$ cat src/verilog/cache_macros.svh
`ifndef CACHE_MACROS_SVH
`define CACHE_MACROS_SVH

`define CACHE_DATA_W      32
`define CACHE_ADDR_W      12
`define CACHE_INDEX_W     4   // 16 lines of one word each.
`define CACHE_TAG_W       (`CACHE_ADDR_W - `CACHE_INDEX_W)
`define CACHE_WTB_DEPTH   4   // Also the number of credits held after reset.
`define CACHE_REG_ADDR_W  4

// **************************************************
// Control register map
// **************************************************
`define CACHE_RW_HIT_ADDR      4'd0
`define CACHE_RW_MISS_ADDR     4'd1
`define CACHE_READ_HIT_ADDR    4'd2
`define CACHE_READ_MISS_ADDR   4'd3
`define CACHE_WRITE_HIT_ADDR   4'd4
`define CACHE_WRITE_MISS_ADDR  4'd5
`define CACHE_RST_CNTRS_ADDR   4'd6
`define CACHE_INVALIDATE_ADDR  4'd7
`define CACHE_WTB_EMPTY_ADDR   4'd8
`define CACHE_WTB_FULL_ADDR    4'd9
`define CACHE_VERSION_ADDR     4'd10

`define CACHE_VERSION          32'h0000_0100

`endif

$ cat src/verilog/cache_pkg.sv
`include "cache_macros.svh"

package cache_pkg;

   // One pending write-through on its way to memory.
   typedef struct packed {
      logic [`CACHE_ADDR_W-1:0] addr;
      logic [`CACHE_DATA_W-1:0] data;
   } wtb_entry_t;

   // Result of one completed CPU access, as reported to the counters.
   typedef enum logic [2:0] {
      ACC_NONE,
      ACC_READ_HIT,
      ACC_READ_MISS,
      ACC_WRITE_HIT,
      ACC_WRITE_MISS
   } access_kind_t;

endpackage

$ cat src/verilog/cache_tag_lookup.sv
`timescale 1ns/10ps

`include "cache_macros.svh"

module cache_tag_lookup (
   input  logic                      clk_i,
   input  logic                      reset,
   input  logic                      req_valid,
   input  logic                      req_we,
   input  logic [`CACHE_ADDR_W-1:0]  req_addr,
   input  logic [`CACHE_DATA_W-1:0]  req_wdata,
   output logic                      req_ready,
   output logic                      resp_valid,
   output logic [`CACHE_DATA_W-1:0]  resp_rdata,
   output logic                      mem_rreq,
   output logic [`CACHE_ADDR_W-1:0]  mem_raddr,
   input  logic                      mem_rvalid,
   input  logic [`CACHE_DATA_W-1:0]  mem_rdata,
   output logic                      wtb_push,
   output cache_pkg::wtb_entry_t     wtb_entry,
   input  logic                      wtb_credit,
   input  logic                      wtb_empty,
   input  logic                      invalidate,
   output cache_pkg::access_kind_t   access_kind
);
   import cache_pkg::*;

   localparam int LINES    = 1 << `CACHE_INDEX_W;
   localparam int CREDIT_W = $clog2(`CACHE_WTB_DEPTH + 1);

   typedef enum logic [1:0] {S_IDLE, S_DRAIN, S_FILL, S_RESP} state_t;

   state_t                    state_q;
   logic [LINES-1:0]          valid_q;
   logic [`CACHE_TAG_W-1:0]   tag_q [LINES];
   logic [`CACHE_DATA_W-1:0]  data_q [LINES];
   logic [CREDIT_W-1:0]       credits_q;
   logic [`CACHE_ADDR_W-1:0]  addr_q;
   logic [`CACHE_DATA_W-1:0]  wdata_q;
   logic                      we_q;
   access_kind_t              kind_q;
   logic [`CACHE_INDEX_W-1:0] req_index;
   logic [`CACHE_INDEX_W-1:0] fill_index;
   logic [`CACHE_TAG_W-1:0]   req_tag;
   logic                      hit;
   logic                      accept;
   logic                      fill_done;

   assign req_index  = req_addr[`CACHE_INDEX_W-1:0];
   assign req_tag    = req_addr[`CACHE_ADDR_W-1:`CACHE_INDEX_W];
   assign fill_index = addr_q[`CACHE_INDEX_W-1:0];
   assign hit        = valid_q[req_index] && (tag_q[req_index] == req_tag);

   // Writes need a free buffer entry, reads do not.
   assign req_ready = (state_q == S_IDLE) && (!req_we || (credits_q != '0));
   assign accept    = req_valid && req_ready;
   assign fill_done = (state_q == S_FILL) && mem_rvalid;

   assign resp_valid  = (state_q == S_RESP);
   assign mem_rreq    = (state_q == S_FILL);
   assign mem_raddr   = addr_q;
   assign wtb_push    = resp_valid && we_q;  // Push lands on the response cycle.
   assign wtb_entry   = '{addr: addr_q, data: wdata_q};
   assign access_kind = resp_valid ? kind_q : ACC_NONE;

   always_ff @(posedge clk_i or posedge reset) begin
      if (reset) begin
         state_q <= S_IDLE;
      end else begin
         case (state_q)
            S_IDLE:  if (accept) state_q <= (req_we || hit) ? S_RESP : S_DRAIN;
            S_DRAIN: if (wtb_empty) state_q <= S_FILL;  // No stale data under a pending write.
            S_FILL:  if (mem_rvalid) state_q <= S_RESP;
            default: state_q <= S_IDLE;
         endcase
      end
   end

   always_ff @(posedge clk_i or posedge reset) begin
      if (reset) begin
         valid_q   <= '0;
         credits_q <= CREDIT_W'(`CACHE_WTB_DEPTH);
      end else begin
         credits_q <= credits_q + CREDIT_W'(wtb_credit) - CREDIT_W'(wtb_push);
         if (invalidate) valid_q <= '0;
         else if (fill_done) valid_q[fill_index] <= 1'b1;
      end
   end

   // **************************************************
   // Request capture and line storage
   // **************************************************
   always_ff @(posedge clk_i) begin
      if (accept) begin
         addr_q  <= req_addr;
         wdata_q <= req_wdata;
         we_q    <= req_we;
         if (req_we) kind_q <= hit ? ACC_WRITE_HIT : ACC_WRITE_MISS;
         else kind_q <= hit ? ACC_READ_HIT : ACC_READ_MISS;
         if (hit && !req_we) resp_rdata <= data_q[req_index];
         if (hit && req_we) data_q[req_index] <= req_wdata;  // Write misses do not allocate.
      end
      if (fill_done) begin
         tag_q[fill_index]  <= addr_q[`CACHE_ADDR_W-1:`CACHE_INDEX_W];
         data_q[fill_index] <= mem_rdata;
         resp_rdata         <= mem_rdata;
      end
   end

endmodule

$ cat src/verilog/cache_wtbuf.sv
`timescale 1ns/10ps

`include "cache_macros.svh"

module cache_wtbuf (
   input  logic                   clk_i,
   input  logic                   reset,
   input  logic                   wtb_push,
   input  cache_pkg::wtb_entry_t  wtb_entry,
   input  logic                   wtb_pop,
   output cache_pkg::wtb_entry_t  wtb_head,
   output logic                   wtb_empty,
   output logic                   wtb_full,
   output logic                   wtb_credit
);
   import cache_pkg::*;

   localparam int PTR_W = $clog2(`CACHE_WTB_DEPTH);
   localparam int CNT_W = $clog2(`CACHE_WTB_DEPTH + 1);

   wtb_entry_t       fifo_q [`CACHE_WTB_DEPTH];
   logic [PTR_W-1:0] wr_ptr_q;
   logic [PTR_W-1:0] rd_ptr_q;
   logic [CNT_W-1:0] count_q;

   function automatic logic [PTR_W-1:0] next_ptr(input logic [PTR_W-1:0] ptr);
      return (ptr == PTR_W'(`CACHE_WTB_DEPTH - 1)) ? '0 : ptr + 1'b1;
   endfunction

   assign wtb_head  = fifo_q[rd_ptr_q];
   assign wtb_empty = (count_q == '0);
   assign wtb_full  = (count_q == CNT_W'(`CACHE_WTB_DEPTH));

   always_ff @(posedge clk_i) begin
      if (wtb_push) fifo_q[wr_ptr_q] <= wtb_entry;
   end

   // Pushes are bounded by the lookup's credits, so no overflow check here.
   always_ff @(posedge clk_i or posedge reset) begin
      if (reset) begin
         wr_ptr_q   <= '0;
         rd_ptr_q   <= '0;
         count_q    <= '0;
         wtb_credit <= 1'b0;
      end else begin
         if (wtb_push) wr_ptr_q <= next_ptr(wr_ptr_q);
         if (wtb_pop) rd_ptr_q <= next_ptr(rd_ptr_q);
         count_q    <= count_q + CNT_W'(wtb_push) - CNT_W'(wtb_pop);
         wtb_credit <= wtb_pop;  // One credit back per entry taken.
      end
   end

endmodule

$ cat src/verilog/cache_mem_writer.sv
`timescale 1ns/10ps

`include "cache_macros.svh"

module cache_mem_writer (
   input  logic                      clk_i,
   input  logic                      reset,
   input  logic                      wtb_empty,
   input  cache_pkg::wtb_entry_t     wtb_head,
   output logic                      wtb_pop,
   output logic                      mem_wvalid,
   output logic [`CACHE_ADDR_W-1:0]  mem_waddr,
   output logic [`CACHE_DATA_W-1:0]  mem_wdata,
   input  logic                      mem_wready
);
   import cache_pkg::*;

   wtb_entry_t entry_q;
   logic       busy_q;

   // Only one entry is held at a time.
   assign wtb_pop = !busy_q && !wtb_empty;

   assign mem_wvalid = busy_q;
   assign mem_waddr  = entry_q.addr;
   assign mem_wdata  = entry_q.data;

   always_ff @(posedge clk_i or posedge reset) begin
      if (reset) begin
         busy_q <= 1'b0;
      end else if (wtb_pop) begin
         busy_q <= 1'b1;
      end else if (mem_wvalid && mem_wready) begin
         busy_q <= 1'b0;  // Released the cycle after the transfer.
      end
   end

   // The entry stays put while memory stalls.
   always_ff @(posedge clk_i) begin
      if (wtb_pop) entry_q <= wtb_head;
   end

endmodule

$ cat src/verilog/cache_control.sv
`timescale 1ns/10ps

`include "cache_macros.svh"

module cache_control (
   input  logic                         clk_i,
   input  logic                         reset,
   input  logic                         ctrl_valid,
   input  logic [`CACHE_REG_ADDR_W-1:0] ctrl_addr,
   output logic [`CACHE_DATA_W-1:0]     ctrl_rdata,
   output logic                         ctrl_ready,
   input  cache_pkg::access_kind_t      access_kind,
   input  logic                         wtb_full,
   input  logic                         wtb_empty,
   output logic                         invalidate
);
   import cache_pkg::*;

   logic [`CACHE_DATA_W-1:0] read_hit_cnt_q;
   logic [`CACHE_DATA_W-1:0] read_miss_cnt_q;
   logic [`CACHE_DATA_W-1:0] write_hit_cnt_q;
   logic [`CACHE_DATA_W-1:0] write_miss_cnt_q;
   logic [`CACHE_DATA_W-1:0] hit_total;
   logic [`CACHE_DATA_W-1:0] miss_total;
   logic                     clear_cnt;

   assign hit_total  = read_hit_cnt_q + write_hit_cnt_q;
   assign miss_total = read_miss_cnt_q + write_miss_cnt_q;

   // Both commands act on the edge that samples the request.
   assign clear_cnt  = ctrl_valid && (ctrl_addr == `CACHE_RST_CNTRS_ADDR);
   assign invalidate = ctrl_valid && (ctrl_addr == `CACHE_INVALIDATE_ADDR);

   // **************************************************
   // Performance counters
   // **************************************************
   always_ff @(posedge clk_i or posedge reset) begin
      if (reset) begin
         read_hit_cnt_q   <= '0;
         read_miss_cnt_q  <= '0;
         write_hit_cnt_q  <= '0;
         write_miss_cnt_q <= '0;
      end else if (clear_cnt) begin
         read_hit_cnt_q   <= '0;
         read_miss_cnt_q  <= '0;
         write_hit_cnt_q  <= '0;
         write_miss_cnt_q <= '0;
      end else begin
         case (access_kind)
            ACC_READ_HIT:   read_hit_cnt_q   <= read_hit_cnt_q + 1'b1;
            ACC_READ_MISS:  read_miss_cnt_q  <= read_miss_cnt_q + 1'b1;
            ACC_WRITE_HIT:  write_hit_cnt_q  <= write_hit_cnt_q + 1'b1;
            ACC_WRITE_MISS: write_miss_cnt_q <= write_miss_cnt_q + 1'b1;
            default: ;
         endcase
      end
   end

   // **************************************************
   // Register read port
   // **************************************************
   always_ff @(posedge clk_i or posedge reset) begin
      if (reset) begin
         ctrl_ready <= 1'b0;
      end else begin
         ctrl_ready <= ctrl_valid;
      end
   end

   always_ff @(posedge clk_i) begin
      ctrl_rdata <= '0;  // Commands and unknown addresses read zero.
      if (ctrl_valid) begin
         case (ctrl_addr)
            `CACHE_RW_HIT_ADDR:     ctrl_rdata <= hit_total;
            `CACHE_RW_MISS_ADDR:    ctrl_rdata <= miss_total;
            `CACHE_READ_HIT_ADDR:   ctrl_rdata <= read_hit_cnt_q;
            `CACHE_READ_MISS_ADDR:  ctrl_rdata <= read_miss_cnt_q;
            `CACHE_WRITE_HIT_ADDR:  ctrl_rdata <= write_hit_cnt_q;
            `CACHE_WRITE_MISS_ADDR: ctrl_rdata <= write_miss_cnt_q;
            `CACHE_WTB_EMPTY_ADDR:  ctrl_rdata <= {{(`CACHE_DATA_W-1){1'b0}}, wtb_empty};
            `CACHE_WTB_FULL_ADDR:   ctrl_rdata <= {{(`CACHE_DATA_W-1){1'b0}}, wtb_full};
            `CACHE_VERSION_ADDR:    ctrl_rdata <= `CACHE_VERSION;
            default: ;
         endcase
      end
   end

endmodule

$ cat src/verilog/cache_top.sv
`timescale 1ns/10ps

`include "cache_macros.svh"

module cache_top (
   input  logic                         clk_i,
   input  logic                         reset,
   input  logic                         req_valid,
   input  logic                         req_we,
   input  logic [`CACHE_ADDR_W-1:0]     req_addr,
   input  logic [`CACHE_DATA_W-1:0]     req_wdata,
   output logic                         req_ready,
   output logic                         resp_valid,
   output logic [`CACHE_DATA_W-1:0]     resp_rdata,
   output logic                         mem_rreq,
   output logic [`CACHE_ADDR_W-1:0]     mem_raddr,
   input  logic                         mem_rvalid,
   input  logic [`CACHE_DATA_W-1:0]     mem_rdata,
   output logic                         mem_wvalid,
   output logic [`CACHE_ADDR_W-1:0]     mem_waddr,
   output logic [`CACHE_DATA_W-1:0]     mem_wdata,
   input  logic                         mem_wready,
   input  logic                         ctrl_valid,
   input  logic [`CACHE_REG_ADDR_W-1:0] ctrl_addr,
   output logic [`CACHE_DATA_W-1:0]     ctrl_rdata,
   output logic                         ctrl_ready
);
   import cache_pkg::*;

   wtb_entry_t   wtb_entry;
   wtb_entry_t   wtb_head;
   access_kind_t access_kind;
   logic         wtb_push;
   logic         wtb_pop;
   logic         wtb_empty;
   logic         wtb_full;
   logic         wtb_credit;
   logic         invalidate;
   logic         wtb_drained;

   // A read miss waits until no write is left in the buffer or held by the writer.
   assign wtb_drained = wtb_empty && !mem_wvalid;

   cache_tag_lookup tag_lookup_i (
      .clk_i       (clk_i),
      .reset       (reset),
      .req_valid   (req_valid),
      .req_we      (req_we),
      .req_addr    (req_addr),
      .req_wdata   (req_wdata),
      .req_ready   (req_ready),
      .resp_valid  (resp_valid),
      .resp_rdata  (resp_rdata),
      .mem_rreq    (mem_rreq),
      .mem_raddr   (mem_raddr),
      .mem_rvalid  (mem_rvalid),
      .mem_rdata   (mem_rdata),
      .wtb_push    (wtb_push),
      .wtb_entry   (wtb_entry),
      .wtb_credit  (wtb_credit),
      .wtb_empty   (wtb_drained),
      .invalidate  (invalidate),
      .access_kind (access_kind)
   );

   // The write-through path runs from the lookup through the buffer to memory.
   cache_wtbuf wtbuf_i (
      .clk_i      (clk_i),
      .reset      (reset),
      .wtb_push   (wtb_push),
      .wtb_entry  (wtb_entry),
      .wtb_pop    (wtb_pop),
      .wtb_head   (wtb_head),
      .wtb_empty  (wtb_empty),
      .wtb_full   (wtb_full),
      .wtb_credit (wtb_credit)
   );

   cache_mem_writer mem_writer_i (
      .clk_i      (clk_i),
      .reset      (reset),
      .wtb_empty  (wtb_empty),
      .wtb_head   (wtb_head),
      .wtb_pop    (wtb_pop),
      .mem_wvalid (mem_wvalid),
      .mem_waddr  (mem_waddr),
      .mem_wdata  (mem_wdata),
      .mem_wready (mem_wready)
   );

   cache_control control_i (
      .clk_i       (clk_i),
      .reset       (reset),
      .ctrl_valid  (ctrl_valid),
      .ctrl_addr   (ctrl_addr),
      .ctrl_rdata  (ctrl_rdata),
      .ctrl_ready  (ctrl_ready),
      .access_kind (access_kind),
      .wtb_full    (wtb_full),
      .wtb_empty   (wtb_empty),
      .invalidate  (invalidate)
   );

endmodule

$ cat config.mk
export PLATFORM = sky130hd
export DESIGN_NAME = cache_top
export DESIGN_NICKNAME = d
export VERILOG_FILES = /design/src/verilog/cache_pkg.sv /design/src/verilog/cache_tag_lookup.sv /design/src/verilog/cache_wtbuf.sv /design/src/verilog/cache_mem_writer.sv /design/src/verilog/cache_control.sv /design/src/verilog/cache_top.sv
export VERILOG_INCLUDE_DIRS = /design/src /design/src/verilog
export SDC_FILE = /design/constraint.sdc
export NUM_CORES = 1
export LEC_CHECK = 0
export BUFFER_PORTS_ARGS = -buffer_cell sky130_fd_sc_hd__buf_4
export CAP_MARGIN = 0
export CORE_MARGIN = 2
export CORE_UTILIZATION = 40
export CTS_CLUSTER_SIZE = 25
export DETAILED_ROUTE_END_ITERATION = 10
export HOLD_SLACK_MARGIN = 0.05
export PLACE_DENSITY = 0.65
export SKIP_LAST_GASP = 1
export SYNTH_ARGS = -nofsm -noshare
export SYNTH_HDL_FRONTEND = slang
export SYNTH_SLANG_ARGS = --single-unit
$ cat constraint.sdc
create_clock -name clk_i -period 10.1 [get_ports clk_i]
set_clock_uncertainty 0.15 [all_clocks]
set_input_delay 1.01 -clock clk_i [delete_from_list [all_inputs] [get_ports clk_i]]
set_output_delay 1.01 -clock clk_i [all_outputs]
set_load 0.005 [all_outputs]
Word level (Yosys, flattened, before mapping)
Memory sizes are Yosys's and may differ from the RTL's. A register that Yosys moved wholly into a read port is not among the register bits.
Cells that the tools add are included.
{"block": "totals", "register_bits": 271, "latch_bits": 0, "mem_bits_rw": 816, "mem_bits_ro": 0, "input_bits": 87, "out_inout_bits": 125, "wordCells": 136, "n_memories": 3}
{"block": "classes", "addsub": 12, "n_mul": 0, "div": 0, "order_cmp": 3, "eq_ne": 24, "shifts": 0, "mux": 41, "n_bitwise": 1, "reduce_logical": 33}
{"name": "tag_lookup_i.data_q", "words": 16, "width": 32, "read_ports": 1, "rd_clocked_by_memory_dff": 0, "write_ports": 1, "line": "cache_tag_lookup.sv:36", "text": "logic [`CACHE_DATA_W-1:0] data_q [LINES];"}
{"name": "wtbuf_i.fifo_q", "words": 4, "width": 44, "read_ports": 1, "rd_clocked_by_memory_dff": 1, "write_ports": 1, "line": "cache_wtbuf.sv:21", "text": "wtb_entry_t fifo_q [`CACHE_WTB_DEPTH];"}
{"name": "tag_lookup_i.tag_q", "words": 16, "width": 8, "read_ports": 1, "rd_clocked_by_memory_dff": 0, "write_ports": 1, "line": "cache_tag_lookup.sv:35", "text": "logic [`CACHE_TAG_W-1:0] tag_q [LINES];"}
{"cell": "32-bit two-way mux", "count": 12}
{"cell": "32-bit one-hot mux with 9 select lines", "count": 1}
{"cell": "32-bit by 1-bit adder with 32-bit output (second input constant)", "count": 4}
{"cell": "32-bit adder", "count": 2}
{"cell": "16-bit two-way mux", "count": 2}
{"cell": "32-bit OR reduction", "count": 1}
{"cell": "4-bit by 3-bit == test with 1-bit output (second input constant)", "count": 4}
{"cell": "16-bit bitwise OR", "count": 1}
{"cell": "2-bit nonzero test", "count": 8}
{"cell": "2-bit two-way mux", "count": 7}
{"cell": "1-bit logical AND", "count": 13}
{"cell": "4-bit == test (second input constant)", "count": 3}
{"cell": "1-bit two-way mux", "count": 12}
{"cell": "4-bit by 5-bit less-than comparator with 1-bit output (second input constant)", "count": 2}
{"cell": "3-bit two-way mux", "count": 3}
{"cell": "2-bit == test (second input constant)", "count": 4}
{"cell": "4-bit by 2-bit == test with 1-bit output (second input constant)", "count": 2}
{"cell": "8-bit == test", "count": 1}
{"cell": "3-bit by 1-bit adder with 3-bit output", "count": 2}
{"cell": "3-bit by 2-bit == test with 1-bit output (second input constant)", "count": 2}
{"cell": "3-bit == test (second input constant)", "count": 2}
{"cell": "2-bit by 1-bit != test with 1-bit output (second input constant)", "count": 3}
{"cell": "2-bit one-hot mux with 3 select lines", "count": 1}
{"cell": "3-bit by 1-bit subtractor with 3-bit output", "count": 2}
{"cell": "16 further kinds", "count": 20}

Logic depth before layout (Yosys ltp)
Gate-level depths: netlist (run 1).
{"block": "depth", "word_depth": 8, "mapped_depth": 16, "depth_no_buf": 14}

By module
From an unflattened synthesis (run 1), not the netlist that was laid out.
{"block": "hier_totals", "cells_unflattened": 3072, "area_unflattened_um2": 48610.4}
{"mod": "cache_tag_lookup", "n_inst": 1, "cells_per_inst": 1413, "area_each_um2": 28924.0, "seq_area_each_um2": 22147.5}
{"mod": "cache_control", "n_inst": 1, "cells_per_inst": 1342, "area_each_um2": 11459.7, "seq_area_each_um2": 3868.7}
{"mod": "cache_wtbuf", "n_inst": 1, "cells_per_inst": 268, "area_each_um2": 6849.1, "seq_area_each_um2": 5485.3}
{"mod": "cache_mem_writer", "n_inst": 1, "cells_per_inst": 48, "area_each_um2": 1363.8, "seq_area_each_um2": 1346.3}
{"mod": "cache_top", "n_inst": 1, "cells_per_inst": 1, "area_each_um2": 13.8, "seq_area_each_um2": 0.0}

Worst setup path before layout (run 1)
Ideal clock, no wire load.
{"block": "synth_timing", "path_type": "input -> register", "start": "input req_addr[0]", "end": "memory tag_lookup_i.data_q[4][0] in the netlist's numbering (enable)", "setup_time_ns": 0.421, "t_arrival_ns": 5.008, "t_required_ns": 9.529, "setup_slack_ns": 4.521, "cell_stages": 14, "path_buffers": 2, "path_cell_list": "buf_6 buf_6 mux4_2 mux4_2 xnor2_1 nand4_1 or3_4 inv_2 ha_1 nand2_1 or3_1 o21ai_0 nand2_1 nor2_1"}
{"block": "synth_between", "elab_chain_len": 8, "word_cells_on_any_way": 11}
{"element": "start, declared", "line": "cache_top.sv:10", "text": "input logic [`CACHE_ADDR_W-1:0] req_addr,"}
{"element": "memory read 16 x 8 bit or 1-bit binary-select mux with 4-bit select (tied branches)"}
{"element": "8-bit == test or 1-bit two-way mux (tied branches)", "line": "cache_tag_lookup.sv:52", "text": "assign hit = valid_q[req_index] && (tag_q[req_index] == req_tag);"}
{"element": "1-bit logical AND *", "line": "cache_tag_lookup.sv:52"}
{"element": "net tag_lookup_i.hit", "line": "cache_tag_lookup.sv:45", "text": "logic hit;"}
{"element": "1-bit logical AND *", "line": "cache_tag_lookup.sv:101", "text": "if (hit && req_we) data_q[req_index] <= req_wdata;"}
{"element": "1-bit two-way mux *", "line": "cache_tag_lookup.sv:101"}
{"element": "1-bit two-way mux *", "line": "cache_tag_lookup.sv:94", "text": "if (accept) begin"}
{"element": "1-bit two-way mux (implied by the code) *", "line": "cache_tag_lookup.sv:101"}
{"element": "1-bit two-way mux (no line) *"}
{"element": "end, declared", "line": "cache_tag_lookup.sv:36"}
The timed path passes the listed nets; every way through them passes the cells marked *. The select of a mux whose other input is x is not followed.

Final worst setup path (run 1)
{"block": "layout_timing", "start": "input req_addr[0]", "end": "memory tag_lookup_i.data_q[10][11] in the netlist's numbering (enable)"}
Same word-level chain as after synthesis.

==> flow_summary_export.csv, run 1 <==
group,metric,value,unit
status,status,"finished, final reports clean",
worst_setup_path,crit_type,"input pin to flip-flop",
routing,wire_per_inst,23.3,microns
yosys,ys_seq_area_share,68.7,%
yosys,yosys_warnings,0,
clocking,clk_latency,730,ps
grt,grt_max_degree,98,
grt,globalRouteTotalUtil,18.7,%
clocking,cts_tree,"done",
pwr,switchingPower,3.46,mW
pwr,pwr-share-clk,33.5,%
job,drv_cap,0,
sta,rsz0062_at_grt,"false",
yosys,synth_top_area_share,59.0,%
sta,slew_violations,0,
grt,grt_pass1_wl,171,mm
sta,maxSlewHeadroom,14.4,%
pwr,pwr_density_cell,225,nW/um^2
placed_design,gp_congestion,0.862,
placed_design,port-buffer-count,211,
worst_setup_path,path_buf_inv,2,
yosys,ys_types,89,
worst_setup_path,cpLargestDelayFamily,"simple AND/OR/NAND/NOR gates",
routing,final_antenna_net_count,0,
clocking,cts.htree.levels,3,
final_layout,diodes,0,
sta,finalHoldViolCount,0,
sta,worst_pin_slew,1280,ps
floorplan,die_h,350,microns
floorplan,die_width,350,microns
grt,grt-ovfl-total,0,
floorplan,rows,126,
clocking,cts_root_buffer,"clkbuf_16",
yosys,syn_inst,2977,
yosys,ys_top_cells_by_area,"edfxtp_1, mux4_2, dfrtp_1",
worst_hold_path,hold_class,"input pin to flip-flop",
pwr,p_leak,19.5,nW
pwr,irDropWorstVdd,0.153,mV
final_layout,layout.cells.non_filler,4925,
floorplan,ioPinCount,212,
routing,drtIter0Drc,2538,
yosys,syn-num-nets,3151,
worst_setup_path,cp.arrival,5680,ps
clocking,cts_hold_buf,0,
worst_setup_path,end_kind,"flip-flop",
clocking,cts_resized,0,
pwr,p_int,8.96,mW
final_layout,n_fill_cell,10100,
clocking,cts_setup_buffers,0,
routing,vias,27000,
sta,fin_crit_sh,54.7,%
floorplan,start_util,40.4,%
worst_setup_path,worst_path_max_delay_cell,"nor2_4",
floorplan,die_area,122000,sq um
sta,tns,0,ps
sta,min_period,5530,ps
pwr,power.share.switching,27.8,%
pwr,seq_power_share,49.9,%
pwr,p_comb_share,16.6,%
clocking,clk_pin_slew,60,ps
final_layout,drive_gt1_share,22.1,%
worst_setup_path,crit_path_start_kind,"input pin",
clocking,clkSinkCount,1131,
yosys,synth_area_per_cell,16.1,sq um
floorplan,coreArea,118000,sq um
yosys,synthFlopType,"edfxtp_1",
grt,grt_pass1_vias,26700,
worst_setup_path,path_max_fanout,70,
yosys,yosys.area.top_type,"edfxtp_1",
worst_setup_path,crit_required,10250,ps
final_layout,area_growth_syn_to_layout,15.4,%
worst_setup_path,path_cells,"buf_8 -> mux4_2 -> mux4_2 -> xnor2_1 -> nand4_1 -> or3_4 -> inv_2 -> ha_1 -> nand2_1 -> or3_1 -> o21ai_0 -> nand2_1 -> nor2_4",
routing,via_per_inst,5.48,
sta,fmax,181,MHz
sta,setup_viol,0,
routing,drt_pass1_iterations,8,
yosys,ys_ff_latch,1131,
placed_design,post-dp-hpwl,73.8,mm
clocking,numCtsBuffers,115,
grt,grt_antenna_before_repair,3,
yosys,synth-async-reset-ratio,14.1,%
yosys,synthesis.area,47800,sq um
worst_setup_path,critPathMaxStageDelay,1030,ps
placed_design,placedCellCount,4707,
routing,drc,0,
routing,wirelength,115,mm
clocking,clk_path_buf_depth,3,
yosys,synth-edff-count,940,
final_layout,layout.nets,3398,
==> state kept, by name, indices dropped and copies added, names as in the netlist, 2 cells and up <==
register / cells
tag_lookup_i.wdata_q: 32
control_i.write_hit_cnt_q: 32
control_i.read_miss_cnt_q: 32
control_i.write_miss_cnt_q: 32
tag_lookup_i.resp_rdata: 32
tag_lookup_i.data_q: 512
tag_lookup_i.tag_q: 128
tag_lookup_i.mem_raddr: 12
tag_lookup_i.valid_q: 16
tag_lookup_i.state_q: 2
control_i.ctrl_rdata: 32
tag_lookup_i.kind_q: 3
wtbuf_i.fifo_q: 176
wtbuf_i.rd_ptr_q: 2
wtbuf_i.wr_ptr_q: 2
mem_writer_i.mem_waddr: 12
wtbuf_i.count_q: 3
mem_writer_i.mem_wdata: 32
tag_lookup_i.credits_q: 3
control_i.read_hit_cnt_q: 32
==> area by class of cell <==
class / count / area, sq um / share of cell area [%]
Clock inverter: 69 / 629 / 1.14
Multi-Input combinational cell: 1677 / 14500 / 26.3
Sequential cell: 1131 / 32900 / 59.5
Timing Repair Buffer: 255 / 1930 / 3.49
Clock buffer: 149 / 3110 / 5.64
Tap cell: 1600 / 2000 / 3.63
Inverter: 44 / 170 / 0.308
==> power groups by stage <==
| stage | Clock (mW) | Combinational, mW | Sequential, mW |
|---|---|---|---|
| final | 4.16 | 2.06 | 6.20 |
| after global placement | 0 | 2.05 | 6.29 |
| after global routing | 4.44 | 2.29 | 6.26 |
| after CTS | 4.26 | 2.10 | 6.21 |
| after detailed placement | 0 | 2.09 | 6.30 |
| after floorplan | 0 | 1.41 | 6.08 |
==> per-layer routing <==
layer / vias to the layer above / global-route usage, % / share of wire, %
li1: 12100 / - / -
met1: 14000 / 26.2 / 43
met2: 794 / 29.9 / 48
met3: 153 / 3.68 / 6.3
met4: 2 / 5.00 / 2.2
met5: - / 0 / 0.0070
==> stage by stage <==
step | power [mW] | setup WS (ps) | utilization [%] | hold slack (ps) | instance area [sq um]
floorplan | 7.49 | 4520 | - | 309 | 47800
global placement | 8.34 | 3910 | 43.5 | 319 | 51500
detailed placement | 8.39 | 3900 | 43.5 | 327 | 51500
CTS | 12.6 | 4620 | 46.6 | 254 | 55200
global route | 13.0 | 4370 | 46.6 | 271 | 55200
finish | 12.4 | 4570 | 46.6 | 312 | 55200
==> cells by family (layout without fill, tap and decap cells) <==
family / Yosys count / in the layout / share of synthesized area (%)
AOI/OAI and AO/OA: 346 / 346 / 5.03
xor gates and xnor gates: 171 / 171 / 3.13
adders and majority gates: 87 / 87 / 2.34
buffers and inverters: 169 / 517 / 1.48
DFF: 1131 / 1131 / 68.7
muxes: 257 / 257 / 11.5
and+or+nand+nor: 816 / 816 / 7.87
==> Yosys cell counts (all sizes together), types with 20 or more instances <==
library cell and number:
nand3 53, a222oi 27, clkbuf 77, mux4 233, edfxtp 940, buf 48
nor3 20, inv 44, mux2i 21, ha 83, a21o 26, a31oi 23
or3 29, nand4 37, dfxtp 32, a21oi 90, xor2 98, xnor2 73
nor2 214, and3 30, dfrtp 158, o21ai 53, nand2 366, o21a 22
==> worst paths after layout <==
check                                                         start                                  endpoint  slack, ps  cells past startpoint
worst max-delay path                                    req_addr[0]     tag_lookup_i.data_q[10][11]$_DFFE_PP_       4570                     13
worst min-delay path                                     ctrl_valid            control_i.ctrl_ready$_DFF_PP0_        310                      1
worst max register to register   tag_lookup_i.tag_q[6][6]$_DFFE_PP_     tag_lookup_i.data_q[10][11]$_DFFE_PP_       5240                     12
worst min register to register  tag_lookup_i.valid_q[5]$_DFFE_PP0P_       tag_lookup_i.valid_q[5]$_DFFE_PP0P_        340                      1
max in group asynchronous                                     reset  control_i.read_miss_cnt_q[4]$_DFFE_PP0P_       7910                      3
min in group asynchronous                                     reset       tag_lookup_i.valid_q[0]$_DFFE_PP0P_        340                      2
==> cells in the final DEF (no fill, tap or decap), drive strengths merged, types with 27 or more instances in the layout <==
| master | Yosys | final |
|---|---|---|
| clkbuf | 77 | 149 |
| and3 | 30 | 30 |
| a222oi | 27 | 27 |
| ha | 83 | 83 |
| nor2 | 214 | 214 |
| nand4 | 37 | 37 |
| a21oi | 90 | 90 |
| nand2 | 366 | 366 |
| xnor2 | 73 | 73 |
| o21ai | 53 | 53 |
| edfxtp | 940 | 940 |
| or3 | 29 | 29 |
| dfrtp | 158 | 158 |
| mux4 | 233 | 233 |
| dfxtp | 32 | 32 |
| xor2 | 98 | 98 |
| nand3 | 53 | 53 |
| buf | 48 | 255 |
| inv | 44 | 45 |
| clkinv | 0 | 56 |
No activity file was read; power rests on OpenSTA's default activity.
==> run 2, diff against run 1 <==
==> constraint.sdc (replaced) <==
create_clock -name clk_i -period 5.7 [get_ports clk_i]
set_clock_uncertainty 0.15 [all_clocks]
set_input_delay 0.57 -clock clk_i [delete_from_list [all_inputs] [get_ports clk_i]]
set_output_delay 0.57 -clock clk_i [all_outputs]
set_load 0.005 [all_outputs]
==> run 2 against run 1 <==
Compared with the run above: sequential share of layout area fell by 1.2 points; combinational power rose by 85%; die area did not move; final cell count rose by 1.6%; power rose by 82%; setup slack got worse by 3400 ps; global-route usage rose by 0.26 points; routed wire length rose by 1.5%; non-clock buffer count rose by 75; register-to-register slack got worse by 4100 ps; hold slack got worse by 200 ps; critical endpoint is now tag_lookup_i.data_q[14][6]$_DFFE_PP_.
==> flow_summary_export.csv, run 2 (synthesis gave the netlist of run 1 again) <==
group,metric,value,unit
worst_setup_path,cp.arrival,4850,ps
clocking,clk_path_buf_depth,3,
routing,drc,0,
sta,maxSlewHeadroom,24.1,%
final_layout,drive_gt1_share,22.5,%
final_layout,layout_common_cells,"edfxtp_1, nand2_1, buf_4",
final_layout,largest_register_ffs,512,
clocking,cts_tree,"done",
status,status,"finished, final reports clean",
clocking,clkSinkCount,1131,
sta,fin_crit_sh,80.2,%
grt,globalRouteTotalUtil,18.9,%
placed_design,placed_area,51700,sq um
floorplan,die_h,350,microns
sta,worst_pin_slew,1130,ps
worst_setup_path,crit_required,5980,ps
final_layout,reg.largest.list,"tag_lookup_i.data_q (512), wtbuf_i.fifo_q (176), tag_lookup_i.tag_q (128)",
worst_setup_path,path_max_fanout,20,
grt,grt_pass1_wl,174,mm
routing,final_antenna_net_count,0,
sta,tns,0,ps
clocking,cts_resized,0,
pwr,power.total,22.7,mW
floorplan,die_area,122000,sq um
routing,drtIter0Drc,2653,
placed_design,placedCellCount,4720,
routing,wire_per_inst,23.2,microns
final_layout,regMostFlops,"tag_lookup_i.data_q",
final_layout,layout.nets,3474,
worst_hold_path,hold_class,"input pin to flip-flop",
clocking,cts.htree.levels,3,
grt,grt_max_degree,73,
worst_setup_path,worst_path_max_delay_cell,"mux4_2",
sta,min_period,4570,ps
placed_design,gp_congestion,0.871,
placed_design,post-dp-hpwl,76.8,mm
routing,via_per_inst,5.51,
grt,grt-ovfl-total,0,
final_layout,n_fill_cell,10000,
sta,setup_viol,0,
final_layout,area_growth_syn_to_layout,17.8,%
final_layout,stdcell_area,56400,sq um
clocking,clk_latency,730,ps
worst_setup_path,end_kind,"flip-flop",
clocking,numCtsBuffers,116,
floorplan,rows,126,
clocking,cts_hold_buf,62,
worst_setup_path,cpLargestDelayFamily,"simple AND/OR/NAND/NOR gates",
routing,wirelength,116,mm
worst_setup_path,crit_type,"flip-flop to flip-flop",
clocking,clk_pin_slew,60,ps
grt,grt_pass1_vias,26900,
job,drv_cap,0,
sta,fmax,219,MHz
pwr,pwr_density_cell,402,nW/um^2
clocking,cts_setup_buffers,0,
placed_design,port-buffer-count,211,
worst_setup_path,critPathMaxStageDelay,490,ps
sta,finalHoldViolCount,0,
pwr,p_leak,20.0,nW
sta,slew_violations,0,
worst_setup_path,path_cells,"mux4_2 -> mux4_2 -> xnor2_1 -> nand4_1 -> or3_4 -> inv_2 -> ha_1 -> nand2_1 -> or3_1 -> o21ai_0 -> nand2_1 -> nor2_4 -> buf_12",
floorplan,coreArea,118000,sq um
floorplan,die_width,350,microns
grt,grt_antenna_before_repair,5,
final_layout,fin_util,47.6,%
floorplan,start_util,40.4,%
floorplan,ioPinCount,212,
final_layout,final_common_cell,"edfxtp_1",
worst_setup_path,path_buf_inv,2,
final_layout,layout.cells.non_filler,5006,
routing,vias,27600,
routing,drt_pass1_iterations,8,
pwr,irDropWorstVdd,0.249,mV
worst_setup_path,crit_path_start_kind,"flip-flop",
sta,rsz0062_at_grt,"false",
clocking,cts_root_buffer,"clkbuf_16",
run 2: cell types whose count changed in the layout (fill, tap and decap cells not counted), sizes merged:
cell         delta
buf            +13
bufinv          +9
clkbuf          -8
clkinv          -4
clkinvlp        +4
diode           +3
dlygate4sd3    +62
inv             +2
run 2: final timing paths:
path	depth (start not counted)	start	end	slack [ps]
setup / recovery	13	tag_lookup_i.tag_q[11][5]$_DFFE_PP_	tag_lookup_i.data_q[14][6]$_DFFE_PP_	1130
hold / removal	3	mem_rdata[17]	tag_lookup_i.resp_rdata[17]$_DFFE_PP_	110
min in group asynchronous	3	reset	wtbuf_i.rd_ptr_q[0]$_DFFE_PP0P_	400
setup reg to reg	13	tag_lookup_i.tag_q[11][5]$_DFFE_PP_	tag_lookup_i.data_q[14][6]$_DFFE_PP_	1130
hold reg to reg	0	tag_lookup_i.wdata_q[6]$_DFFE_PP_	wtbuf_i.fifo_q[0][6]$_DFFE_PP_	340
max in group asynchronous	4	reset	control_i.write_hit_cnt_q[15]$_DFFE_PP0P_	3580
run 2: metrics by stage:
stage	hold WS [ps]	setup slack, ps
after floorplan	309	561
after global placement	318	540
after detailed placement	329	505
after CTS	52.2	1110
after global routing	103	941
final	114	1130
run 2: final cells by class:
| class | count | area, sq um | share of cell area [%] |
|---|---|---|---|
| diodes | 3 | 7.51 | 0.0133 |
| clock buffers | 141 | 3080 | 5.46 |
| flip-flops and latches | 1131 | 32900 | 58.3 |
| well taps | 1600 | 2000 | 3.55 |
| multi-input cells | 1677 | 14500 | 25.8 |
| repair buffers | 330 | 2760 | 4.89 |
| clock inverters | 80 | 971 | 1.72 |
| inverters | 44 | 170 | 0.302 |
run 2: tightest hold or removal path, delay by kind of cell:
| family | cells | cell delay (ps) |
|---|---|---|
| AOI/OAI and AO/OA | 1 | 120 |
| buffers and inverters | 1 | 80 |
| and+or+nand+nor | 1 | 60 |
run 2: per-layer routing:
metal / vias to the layer above / global-route usage (%) / part of all wire [%]
li1: 12200 / - / -
met1: 14300 / 28.4 / 45
met2: 1001 / 28.7 / 46
met3: 111 / 3.69 / 8.0
met4: 0 / 4.13 / 1.5
met5: - / 0 / 0
run 2: report_power, final:
group	internal, mW	switching (mW)
logic	1.62	2.20
clock network	4.57	3.32
registers	10.2	0.791
total	16.4	6.31
